[src/logic/core_pkg.sv]
// Shared types, address map and reset values of the control core, pulled in by wildcard import
package core_pkg;

   ////////////////////
   // Bus and payload types

   typedef logic [15:0] wb_addr_t;    // Wishbone byte address
   typedef logic [31:0] wb_data_t;
   typedef logic [7:0]  set_addr_t;   // Settings register number
   typedef logic [31:0] set_data_t;
   typedef logic [63:0] vita_time_t;
   typedef logic [7:0]  led_t;

   // Bootloader handoff
   typedef enum logic {
      BOOT_WAIT,
      BOOT_DONE
   } boot_state_t;

   ////////////////////
   // Settings register bases

   localparam set_addr_t SR_MISC   = 8'd0;     // 7 regs
   localparam set_addr_t SR_TIME64 = 8'd10;    // Pending high word, then low word
   localparam set_addr_t SR_DIVSW  = 8'd180;   // 2 regs

   ////////////////////
   // Slave windows, matched on address bits 15:8

   localparam logic [7:0] SETTINGS_BASE = 8'h70;
   localparam logic [7:0] SETTINGS_MASK = 8'hF0;   // 4K window
   localparam logic [7:0] READBACK_BASE = 8'h5C;
   localparam logic [7:0] READBACK_MASK = 8'hFC;   // 1K window, 16 words used

   ////////////////////
   // Reset values and identification

   // LEDs 4..1 follow the run lines out of reset
   localparam led_t LED_SRC_RESET = 8'h1E;

   // Bump when the register map changes
   localparam wb_data_t COMPAT_NUM = {16'd9, 16'd0};   // Major, minor

endpackage

[src/logic/wb_slave_if.sv]
// One Wishbone slave port between the address decoder and a slave block inside the core
`timescale 1ns/1ps

interface wb_slave_if import core_pkg::*; ();

   wb_addr_t adr;
   wb_data_t dat_w;    // Master to slave
   logic     we;
   logic     stb;
   logic     cyc;
   wb_data_t dat_r;    // Slave to master
   logic     ack;

   // Decoder side
   modport master (
      output adr, dat_w, we, stb, cyc,
      input  dat_r, ack
   );

   // Slave block side
   modport slave (
      input  adr, dat_w, we, stb, cyc,
      output dat_r, ack
   );

endinterface

[src/logic/boot_reset_ctrl.sv]
// Core reset controller; holds the core in reset at power-up and pulses it once when boot ends
`timescale 1ns/1ps

module boot_reset_ctrl import core_pkg::*; (
   input  logic  wb_clk,
   input  logic  por_rst,
   input  logic  bldr_done_i,
   output logic  core_rst_o
);

   boot_state_t state_q;

   always_ff @(posedge wb_clk) begin
      if (por_rst) begin
         state_q    <= BOOT_WAIT;
         core_rst_o <= 1'b1;
      end else begin
         case (state_q)
            BOOT_WAIT: begin
               core_rst_o <= 1'b0;
               if (bldr_done_i) begin   // Boot code is finished
                  state_q    <= BOOT_DONE;
                  core_rst_o <= 1'b1;   // Clean restart of the core
               end
            end
            BOOT_DONE: begin
               core_rst_o <= 1'b0;      // Stays here until power-on reset
            end
            default: begin
               state_q    <= BOOT_WAIT;
               core_rst_o <= 1'b1;
            end
         endcase
      end
   end

   // After power-up the core reset only rises out of BOOT_WAIT on boot done
   a_no_rst_after_boot: assert property (@(posedge wb_clk) disable iff (por_rst)
      $rose(core_rst_o) |-> $past(state_q == BOOT_WAIT && bldr_done_i));

endmodule

[src/logic/control_regs.sv]
// Control settings registers of the core: misc controls, LEDs and diversity switches
`timescale 1ns/1ps

module control_regs import core_pkg::*; (
   input  logic        wb_clk,
   input  logic        core_rst_i,
   input  logic        set_stb_i,
   input  set_addr_t   set_addr_i,
   input  set_data_t   set_data_i,
   input  logic [3:0]  run_i,
   output led_t        leds_o,
   output logic [1:0]  lms_res_o,
   output logic        phy_resetn_o,
   output logic        div_sw1_o,
   output logic        div_sw2_o,
   output logic        bldr_done_o
);

   logic [1:0] lms_res_q;
   logic       phy_rst_q;
   logic       bldr_done_q;
   led_t       led_sw_q;
   led_t       led_src_q;
   logic       div_sw1_q;
   logic       div_sw2_q;
   led_t       led_hw;

   ////////////////////
   // Register file

   always_ff @(posedge wb_clk) begin
      if (core_rst_i) begin
         lms_res_q   <= 2'b00;
         phy_rst_q   <= 1'b0;
         bldr_done_q <= 1'b0;
         led_sw_q    <= '0;
         led_src_q   <= LED_SRC_RESET;
         div_sw1_q   <= 1'b1;
         div_sw2_q   <= 1'b1;
      end else if (set_stb_i) begin
         case (set_addr_i)
            SR_MISC + 8'd0: lms_res_q   <= set_data_i[6:5];   // Clock outputs, LMS reset bits
            SR_MISC + 8'd3: led_sw_q    <= set_data_i[7:0];
            SR_MISC + 8'd4: phy_rst_q   <= set_data_i[0];
            SR_MISC + 8'd5: bldr_done_q <= set_data_i[0];
            SR_MISC + 8'd6: led_src_q   <= set_data_i[7:0];
            SR_DIVSW + 8'd0: div_sw1_q  <= set_data_i[0];
            SR_DIVSW + 8'd1: div_sw2_q  <= set_data_i[0];
            default: ;                                         // Other blocks' registers
         endcase
      end
   end

   assign lms_res_o    = lms_res_q;
   assign phy_resetn_o = ~phy_rst_q;   // PHY reset pin is active low
   assign bldr_done_o  = bldr_done_q;
   assign div_sw1_o    = div_sw1_q;
   assign div_sw2_o    = div_sw2_q;

   ////////////////////
   // LED mix

   // Run lines on LEDs 4..1
   assign led_hw = {3'b000, run_i, 1'b0};

   // Source bit 1 picks hardware, 0 picks software
   assign leds_o = (led_src_q & led_hw) | (~led_src_q & led_sw_q);

endmodule

[src/logic/readback_mux.sv]
// Readback window of the core; sixteen status words read over Wishbone
`timescale 1ns/1ps

module readback_mux import core_pkg::*; (
   input  logic        wb_clk,
   input  logic        core_rst_i,
   wb_slave_if.slave   wb,
   input  vita_time_t  vita_time_i,
   input  vita_time_t  vita_time_pps_i,
   input  logic [1:0]  lock_det_i,
   input  logic        button_i
);

   logic     accept;
   wb_data_t word_sel;
   wb_data_t dat_q;

   assign accept = wb.stb & wb.cyc & ~wb.ack;

   // Word 8 held the router status, now always zero
   always_comb begin
      case (wb.adr[5:2])
         4'd10:   word_sel = vita_time_i[63:32];
         4'd11:   word_sel = vita_time_i[31:0];
         4'd12:   word_sel = COMPAT_NUM;
         4'd13:   word_sel = {16'b0, lock_det_i[1], lock_det_i[0], button_i, 13'b0};
         4'd14:   word_sel = vita_time_pps_i[63:32];
         4'd15:   word_sel = vita_time_pps_i[31:0];
         default: word_sel = '0;
      endcase
   end

   always_ff @(posedge wb_clk) begin
      if (core_rst_i) begin
         wb.ack <= 1'b0;
      end else begin
         wb.ack <= accept;   // Writes are acked and dropped
      end
   end

   always_ff @(posedge wb_clk) begin
      if (accept) begin
         dat_q <= word_sel;
      end
   end

   assign wb.dat_r = dat_q;

endmodule

[src/logic/settings_bus.sv]
// Wishbone to settings bus bridge; each write becomes a one-cycle register strobe
`timescale 1ns/1ps

module settings_bus import core_pkg::*; (
   input  logic        wb_clk,
   input  logic        core_rst_i,
   wb_slave_if.slave   wb,
   output logic        set_stb_o,
   output set_addr_t   set_addr_o,
   output set_data_t   set_data_o
);

   logic accept;

   assign accept = wb.stb & wb.cyc & ~wb.ack;   // Held stb is not taken twice

   always_ff @(posedge wb_clk) begin
      if (core_rst_i) begin
         wb.ack    <= 1'b0;
         set_stb_o <= 1'b0;
      end else begin
         wb.ack    <= accept;
         set_stb_o <= accept & wb.we;
      end
   end

   // Word address of the register
   always_ff @(posedge wb_clk) begin
      if (accept) begin
         set_addr_o <= wb.adr[9:2];
         set_data_o <= wb.dat_w;
      end
   end

   assign wb.dat_r = '0;   // Write-only window

   // One ack per access, given while the master still holds its strobe
   a_ack_single: assert property (@(posedge wb_clk) disable iff (core_rst_i)
      wb.ack |=> !wb.ack && $past(wb.stb && wb.cyc));

endmodule

[src/logic/u2_core_top.sv]
// Top level of the control core; Wishbone slave port plus board control and status pins
`timescale 1ns/1ps

module u2_core_top import core_pkg::*; (
   input  logic        wb_clk,
   input  logic        por_rst,
   // Wishbone slave
   input  wb_addr_t    wb_adr_i,
   input  wb_data_t    wb_dat_i,
   input  logic        wb_we_i,
   input  logic        wb_stb_i,
   input  logic        wb_cyc_i,
   output wb_data_t    wb_dat_o,
   output logic        wb_ack_o,
   output logic        wb_err_o,
   // Board status
   input  logic        pps_i,
   input  logic [3:0]  run_i,
   input  logic [1:0]  lock_det_i,
   input  logic        button_i,
   // Board control
   output led_t        leds_o,
   output logic [1:0]  lms_res_o,
   output logic        phy_resetn_o,
   output logic        div_sw1_o,
   output logic        div_sw2_o
);

   logic       core_rst;
   logic       bldr_done;
   logic       set_stb;
   set_addr_t  set_addr;
   set_data_t  set_data;
   vita_time_t vita_time;
   vita_time_t vita_time_pps;

   wb_slave_if wb_settings ();
   wb_slave_if wb_readback ();

   ////////////////////
   // Bus

   wb_addr_decoder u_decoder (
      .wb_clk     (wb_clk),    .core_rst_i (core_rst),
      .wb_adr_i   (wb_adr_i),  .wb_dat_i   (wb_dat_i),
      .wb_we_i    (wb_we_i),   .wb_stb_i   (wb_stb_i),
      .wb_cyc_i   (wb_cyc_i),  .wb_dat_o   (wb_dat_o),
      .wb_ack_o   (wb_ack_o),  .wb_err_o   (wb_err_o),
      .settings_o (wb_settings.master),
      .readback_o (wb_readback.master)
   );

   settings_bus u_settings (
      .wb_clk     (wb_clk),    .core_rst_i (core_rst),
      .wb         (wb_settings.slave),
      .set_stb_o  (set_stb),   .set_addr_o (set_addr),  .set_data_o (set_data)
   );

   readback_mux u_readback (
      .wb_clk          (wb_clk),        .core_rst_i (core_rst),
      .wb              (wb_readback.slave),
      .vita_time_i     (vita_time),     .vita_time_pps_i (vita_time_pps),
      .lock_det_i      (lock_det_i),    .button_i        (button_i)
   );

   ////////////////////
   // Control and timing

   boot_reset_ctrl u_boot_rst (
      .wb_clk (wb_clk), .por_rst (por_rst), .bldr_done_i (bldr_done), .core_rst_o (core_rst)
   );

   control_regs u_ctrl (
      .wb_clk       (wb_clk),       .core_rst_i (core_rst),
      .set_stb_i    (set_stb),      .set_addr_i (set_addr),  .set_data_i (set_data),
      .run_i        (run_i),        .leds_o     (leds_o),    .lms_res_o  (lms_res_o),
      .phy_resetn_o (phy_resetn_o), .div_sw1_o  (div_sw1_o), .div_sw2_o  (div_sw2_o),
      .bldr_done_o  (bldr_done)
   );

   vita_timer u_time (
      .wb_clk      (wb_clk),    .core_rst_i (core_rst),
      .set_stb_i   (set_stb),   .set_addr_i (set_addr),  .set_data_i (set_data),
      .pps_i       (pps_i),     .vita_time_o (vita_time),
      .vita_time_pps_o (vita_time_pps)
   );

endmodule

[src/logic/vita_timer.sv]
// 64-bit VITA time counter, loaded over the settings bus and sampled on each PPS edge
`timescale 1ns/1ps

module vita_timer import core_pkg::*; (
   input  logic        wb_clk,
   input  logic        core_rst_i,
   input  logic        set_stb_i,
   input  set_addr_t   set_addr_i,
   input  set_data_t   set_data_i,
   input  logic        pps_i,
   output vita_time_t  vita_time_o,
   output vita_time_t  vita_time_pps_o
);

   logic [31:0] time_hi_q;   // Pending high word
   logic        pps_meta;
   logic        pps_sync;
   logic        pps_dly;
   logic        pps_edge;
   logic        wr_hi;
   logic        wr_lo;

   assign wr_hi = set_stb_i && (set_addr_i == SR_TIME64);
   assign wr_lo = set_stb_i && (set_addr_i == SR_TIME64 + 8'd1);

   always_ff @(posedge wb_clk) begin
      if (wr_hi) begin
         time_hi_q <= set_data_i;
      end
   end

   ////////////////////
   // Counter

   always_ff @(posedge wb_clk) begin
      if (core_rst_i) begin
         vita_time_o <= '0;
      end else if (wr_lo) begin
         vita_time_o <= {time_hi_q, set_data_i};   // Low word commits the load
      end else begin
         vita_time_o <= vita_time_o + 64'd1;
      end
   end

   ////////////////////
   // PPS capture

   // pps_i is asynchronous to wb_clk
   always_ff @(posedge wb_clk) begin
      if (core_rst_i) begin
         pps_meta <= 1'b0;
         pps_sync <= 1'b0;
         pps_dly  <= 1'b0;
      end else begin
         pps_meta <= pps_i;
         pps_sync <= pps_meta;
         pps_dly  <= pps_sync;
      end
   end

   assign pps_edge = pps_sync & ~pps_dly;

   always_ff @(posedge wb_clk) begin
      if (core_rst_i) begin
         vita_time_pps_o <= '0;
      end else if (pps_edge) begin
         vita_time_pps_o <= vita_time_o;
      end
   end

endmodule

[src/logic/wb_addr_decoder.sv]
// Address decoder for the core bus; routes each access to the settings or readback slave
`timescale 1ns/1ps

module wb_addr_decoder import core_pkg::*; (
   input  logic         wb_clk,
   input  logic         core_rst_i,
   input  wb_addr_t     wb_adr_i,
   input  wb_data_t     wb_dat_i,
   input  logic         wb_we_i,
   input  logic         wb_stb_i,
   input  logic         wb_cyc_i,
   output wb_data_t     wb_dat_o,
   output logic         wb_ack_o,
   output logic         wb_err_o,
   wb_slave_if.master   settings_o,
   wb_slave_if.master   readback_o
);

   logic sel_set;
   logic sel_rb;
   logic err_q;

   ////////////////////
   // Window match

   assign sel_set = ((wb_adr_i[15:8] & SETTINGS_MASK) == SETTINGS_BASE);
   assign sel_rb  = ((wb_adr_i[15:8] & READBACK_MASK) == READBACK_BASE);

   // Address, data and we fan out to both, strobes only to the hit
   assign settings_o.adr   = wb_adr_i;
   assign settings_o.dat_w = wb_dat_i;
   assign settings_o.we    = wb_we_i;
   assign settings_o.cyc   = wb_cyc_i & sel_set;
   assign settings_o.stb   = wb_stb_i & sel_set;

   assign readback_o.adr   = wb_adr_i;
   assign readback_o.dat_w = wb_dat_i;
   assign readback_o.we    = wb_we_i;
   assign readback_o.cyc   = wb_cyc_i & sel_rb;
   assign readback_o.stb   = wb_stb_i & sel_rb;

   ////////////////////
   // Return path

   assign wb_dat_o = sel_rb ? readback_o.dat_r : settings_o.dat_r;
   assign wb_ack_o = settings_o.ack | readback_o.ack;

   // Nobody home, answer with a single err pulse
   always_ff @(posedge wb_clk) begin
      if (core_rst_i) begin
         err_q <= 1'b0;
      end else begin
         err_q <= wb_stb_i & wb_cyc_i & ~sel_set & ~sel_rb & ~err_q;
      end
   end

   assign wb_err_o = err_q;

   // Slave acks and the decoder err must never overlap
   a_ack_err_excl: assert property (@(posedge wb_clk) disable iff (core_rst_i)
      !(wb_ack_o && wb_err_o));

endmodule

[config.mk]
export PLATFORM = sky130hd
export DESIGN_NAME = u2_core_top
export DESIGN_NICKNAME = d
export VERILOG_FILES = /design/src/logic/core_pkg.sv /design/src/logic/wb_slave_if.sv /design/src/logic/boot_reset_ctrl.sv /design/src/logic/control_regs.sv /design/src/logic/readback_mux.sv /design/src/logic/settings_bus.sv /design/src/logic/u2_core_top.sv /design/src/logic/vita_timer.sv /design/src/logic/wb_addr_decoder.sv
export SDC_FILE = /design/constraint.sdc
export NUM_CORES = 1
export LEC_CHECK = 0
export BUFFER_PORTS_ARGS = -buffer_cell sky130_fd_sc_hd__buf_2
export CAP_MARGIN = 0
export CORE_ASPECT_RATIO = 1.75
export CORE_MARGIN = 10
export CORE_UTILIZATION = 35
export CTS_CLUSTER_DIAMETER = 200
export DETAILED_ROUTE_END_ITERATION = 8
export SYNTH_ARGS = -nofsm -noshare
export SYNTH_HDL_FRONTEND = slang
export SYNTH_SLANG_ARGS = --single-unit
[constraint.sdc]
create_clock -name wb_clk -period 5.1 [get_ports wb_clk]
set_input_delay 0.51 -clock wb_clk [delete_from_list [all_inputs] [get_ports wb_clk]]
set_output_delay 0.51 -clock wb_clk [all_outputs]
set_load 0.02 [all_outputs]
== Word level (Yosys, flattened, before mapping) ==
Cells that the tools add are included.
Cells by class
  add/sub/neg operators: 1
  equal/unequal tests: 16
  muxes and demuxes: 6
  bitwise logic cells: 27
  reduce and logical (&&, ||, !) cells: 10
Operator list (count)
  case mux 32 bit (6 select lines): 1
  adder 64 x 1 -> 64 bit (second input constant): 1
  two-way mux 64 bit: 1
  two-way mux 32 bit: 1
  == test 4 bit (second input constant): 6
  == test 8 x 3 -> 1 bit (second input constant): 3
  == test 8 x 4 -> 1 bit (second input constant): 2
  == test 8 bit (second input constant): 2
  AND 1 bit: 14
  AND reduction 2 bit: 7
  AND 8 x 5 -> 8 bit: 1
  AND 8 bit: 1
  == test 8 x 2 -> 1 bit (second input constant): 1
  logical NOT 8 bit: 1
  inverter 1 bit: 8
  inverter 8 bit: 1
  OR 8 bit: 1
  == test 6 x 5 -> 1 bit (second input constant): 1
  == test 4 x 3 -> 1 bit (second input constant): 1
  logical AND 1 bit: 2
  two-way mux 1 bit: 2
  case mux 1 bit (2 select lines): 1
  OR 1 bit: 1
Storage, ports and cells
  register bits: 263
  input port bits: 61
  logic and storage cells: 82

== Depth between registers and ports, before layout ==
  depth after elaboration: 5
  gate-level depth with buffers: 9
  depth with buffers taken out: 7

== Hierarchy ==
From an unflattened synthesis, not the netlist that was laid out.
Unflattened totals
  cell total of the unflattened synthesis: 1264
  area, all modules: 12648.4 um^2
Modules (own cells, without submodules)
  vita_timer: times used 1, cells each 759, area an instance 6821.5 um^2
  readback_mux: times used 1, cells each 165, area an instance 1929.4 um^2
  settings_bus: times used 1, cells each 79, area an instance 1515.2 um^2
  wb_addr_decoder: times used 1, cells each 146, area an instance 1231.2 um^2
  control_regs: times used 1, cells each 109, area an instance 1092.3 um^2
  boot_reset_ctrl: times used 1, cells each 6, area an instance 58.8 um^2

== Least setup slack after synthesis ==
No wires, ideal clock.
  path type: input to register
  start point: in wb_adr_i[15]
  end point: reg u_settings.set_addr_o[0] (enable)
  library setup time: 0.487 ns
  arrival: 3.533 ns
  slack: 1.080 ns
  cell stages on the path: 3
  path buffers: 0
  cell sequence: and3b_1 > nand2_1 > nor3_1
On the way
  longest elaborated chain between the ends: 4
RTL lines
  from (decl): RTL line u2_core_top.sv:8  | input wb_addr_t wb_adr_i,
  == test 4 x 3 -> 1 bit *: RTL line wb_addr_decoder.sv:26  | assign sel_set = ((wb_adr_i[15:8] & SETTINGS_MASK) == SETTINGS_BASE);
  AND 1 bit, on equally long branches: RTL line wb_addr_decoder.sv:34, wb_addr_decoder.sv:33
  AND 1 bit * (2 in series): RTL line settings_bus.sv:15  | assign accept = wb.stb & wb.cyc & ~wb.ack;
  named net u_settings.accept: RTL line settings_bus.sv:13  | logic accept;
  to (signal assigned): RTL line settings_bus.sv:30  | set_addr_o <= wb.adr[9:2];
  to (decl): RTL line settings_bus.sv:9  | output set_addr_t set_addr_o,
The timed path passes the listed nets; every way through them passes the cells marked *.
A chain may end at the register's enable or synchronous reset.

== Worst setup path after layout ==
  start point: reg u_time.vita_time_o[2]
  end point: reg u_time.vita_time_o[33]
On the way
  longest elaborated chain between the ends: 2
RTL lines
  from (decl): RTL line vita_timer.sv:11  | output vita_time_t vita_time_o,
  from (signal assigned): RTL line vita_timer.sv:39  | vita_time_o <= {time_hi_q, set_data_i};
  from (signal assigned): RTL line vita_timer.sv:41  | vita_time_o <= vita_time_o + 64'd1;
  adder 64 x 1 -> 64 bit: RTL line vita_timer.sv:41
  two-way mux 64 bit: RTL line vita_timer.sv:38  | end else if (wr_lo) begin
No other way between the ends.

==> out/qor.yml <==
root_buffer: "clkbuf_16"
htree_levels: 1
synthCells: 1094
cts_setup_buffers: 0
p_int_w: 0.003233
dpl_cell_area_um2: 11930
grt_pass1_wl_um: 43900
synth_area_leader_cell: "dfxtp_1"
slew_headroom_pct: 39.54
synth_commonest_cells: "nand2_1, dfxtp_1, nor2_1"
slew_violations: 0
power-per-cell-area_nw_per_um2: 320.9
grt_pass1_vias: 7950
cp_cell_sequence: "nand4_1 -> nor3_2 -> nand3_1 -> or3_1 -> xor2_1 -> a211oi_1"
synth_seq_area_share_pct: 57.04
hold_class: "primary input to flip-flop"
ys_ff_latch: 263
synth_flop_cell: "dfxtp_1"
diodes: 0
pwr-share-comb_pct: 2.1
worst_pin_slew_ns: 0.9069
port_buffers: 105
insertion_delay_ns: 0.53
antenna_found_initial: 0
fin_skew_ns: 0.01283
ys_types: 50
p_sw_w: 0.0008466
stdcell_area_um2: 12710
arrival_ns: 3.12
core-area_um2: 31310
netlist_area_um2: 11060
globalplace.congestion: 0.8583
finalWirelength_um: 27740
grt_max_degree: 83
synth_top_area_share_pct: 28.79
cts_buffer_depth: 3
overflow: 0
finalSetupViolations: 0
fin_crit_sh_pct: 52.70
critPathKind: "flip-flop to flip-flop"
layout-drive-gt1-share_pct: 16.41
num_vias: 8139
syn_nets: 1156
ant_nets: 0
maxCapViolCount: 0
dp.cells: 1539
finalNonFillerCells: 1584
cpPeakStageDelay_ns: 0.50
cp_top_family: "simple AND/OR/NAND/NOR gates"
pwr-share-clk_pct: 44.0
cp_slowest_cell: "dfxtp_1"
start_util_pct: 35.31
layout.nets: 1232
cp_num_buf_inv: 0
clk_pin_slew_ns: 0.06
drc_errors: 0
grtUsageTotal_pct: 13.67
rows: 86
outcome: "finished, final reports clean"
pwr-share-seq_pct: 53.9
cts_tree: "built"
cts_buffers: 25
fin_crit_ns: 2.688
rsz0062_at_grt: "false"
ys_top_cells_by_area: "dfxtp_1, edfxtp_1, nand2_1"
synth_most_common_cell: "nand2_1"
yosysWarnings: 0
leakage_nw: 4.379
vdd_drop_max_uv: 278.1
tns_ns: 0
synth_edf_count: 104
areaGrowthSynthToFinish_pct: 15.01
cts_resized: 0
ys_async_sr_fraction_pct: 0
io_pins: 108
die_w_um: 154.4
drt_iter0_drc: 695
die_y_um: 255.1
critPathRequiredTime_ns: 5.53
synth_area_per_cell_um2: 10.11
switching_share_pct: 20.75
max_freq_mhz: 372.0
start_kind: "flip-flop"
dr.pass1.iters: 5
hpwl_um: 19680
cts_sinks: 263
hold_viol: 0
routedWlPerCell_um: 17.51
vias_per_cell: 5.138
endpoint_kind: "flip-flop"
dieArea_um2: 39380
cts_hold_buf: 0
cp_max_fo: 7
## path summary, 6_finish.rpt
| kind | slack [ns] | endpoint | cells past startpoint | from |
|---|---|---|---|---|
| hold / removal | 0.15 | u_settings.set_data_o[15] | 1 | wb_dat_i[15] |
| setup reg to reg | 2.41 | u_time.vita_time_o[33] | 6 | u_time.vita_time_o[2] |
| hold reg to reg | 0.44 | u_time.time_hi_q[13] | 0 | u_settings.set_data_o[13] |
| setup / recovery | 2.41 | u_time.vita_time_o[33] | 6 | u_time.vita_time_o[2] |
## power by group through the flow
| stage | combinational [W] | sequential, W | clock (W) |
|---|---|---|---|
| final | 0.0000860 | 0.00220 | 0.00180 |
| after global routing | 0.0000952 | 0.00220 | 0.00193 |
| after CTS | 0.0000870 | 0.00220 | 0.00184 |
| after detailed placement | 0.0000870 | 0.00224 | 0 |
| after global placement | 0.0000860 | 0.00224 | 0 |
| after floorplan | 0.0000531 | 0.00223 | 0 |
## cell type report
cell class / instances / area (um^2)
Inverter: 10 / 37.54
Multi-Input combinational cell: 754 / 4476
Tap cell: 396 / 495.5
Sequential cell: 263 / 6310
Timing Repair Buffer: 116 / 608.1
Clock inverter: 11 / 77.57
Fill cell: 3025 / 18600
Clock buffer: 34 / 710.7
## sequential cells by signal, summed over array words and instances (netlist names)
| register | cells |
|---|---|
| u_time.vita_time_o | 64 |
| u_time.vita_time_pps_o | 64 |
| u_readback.wb.dat_r | 32 |
| u_settings.set_data_o | 32 |
| u_time.time_hi_q | 32 |
| u_ctrl.led_src_q | 8 |
| u_ctrl.led_sw_q | 8 |
| u_settings.set_addr_o | 8 |
| u_ctrl.lms_res_o | 2 |
| u_boot_rst.core_rst_o | 1 |
| u_boot_rst.state_q | 1 |
| u_ctrl.bldr_done_o | 1 |
| u_ctrl.div_sw1_o | 1 |
| u_ctrl.div_sw2_o | 1 |
| u_ctrl.phy_rst_q | 1 |
| u_decoder.wb_err_o | 1 |
| u_readback.wb.ack | 1 |
| u_settings.set_stb_o | 1 |
| u_settings.wb.ack | 1 |
| u_time.pps_dly | 1 |
| u_time.pps_meta | 1 |
| u_time.pps_sync | 1 |
## worst reg2reg max path, delay by kind of cell, from the launching register on
kind	cells	cell delay [ns]
DFF	1	0.50
xor gates and xnor gates	1	0.15
and+or+nand+nor	4	1.72
AOI/OAI and AO/OA	1	0.22
## metal layers
metal | vias up | part of all wire [%] | global-route usage (%)
met4 | 0 | 4.0 | 6.336
li1 | 4008 | - | -
met2 | 212 | 52 | 24.26
met5 | - | 0 | 0
met1 | 3863 | 40 | 15.96
met3 | 56 | 4.4 | 1.732
## metrics by stage
step                utilization (%)  worst slack (ns)  total power [W]  hold WS [ns]
global placement              38.09             2.386         0.002330        0.4298
floorplan                         -             1.080         0.002284        0.4138
global route                  40.61             2.215         0.004220        0.1378
finish                        40.61             2.412         0.004080        0.1491
CTS                           40.61             2.433         0.004125        0.1361
detailed placement            38.09             2.373         0.002331        0.4339
## cell usage in the layout, fill, tap and decap left out, types with 5 or more instances in the layout
cell       netlist  routed
xor2_1          18      18
buf_2            9     105
mux2i_1         17      17
edfxtp_1       104     104
a22oi_1         62      62
clkinv_2         0       5
clkbuf_1        49       5
nand2_1        193     193
nand4_1         18      18
dfxtp_1        159     158
nor4_1           6       6
nor2_1         107     104
nor3_1          18      17
a211oi_1        60      60
nor2b_1         15      14
mux2_2           7       7
clkbuf_16        0      26
nor3_2           6       7
xnor2_1         43      43
a21oi_1         66      66
nand3_1         20      20
nor4_2           5       5
buf_4            0      11
o21ai_0         10      10
inv_1           10      10
and3_1           6       6
and2_1          34      34
## cell families (layout without fill, tap and decap cells)
kind of cell | count (synthesis) | count (layout) | synth area share (%)
AOI/OAI and AO/OA | 206 | 206 | 12.42
xor gates and xnor gates | 61 | 61 | 4.832
adders and majority gates | 1 | 1 | 0.1132
buffers and inverters | 77 | 171 | 2.795
DFF | 263 | 263 | 57.04
muxes | 24 | 24 | 2.252
and+or+nand+nor | 462 | 462 | 20.55
(Power assumes the default switching activity.)
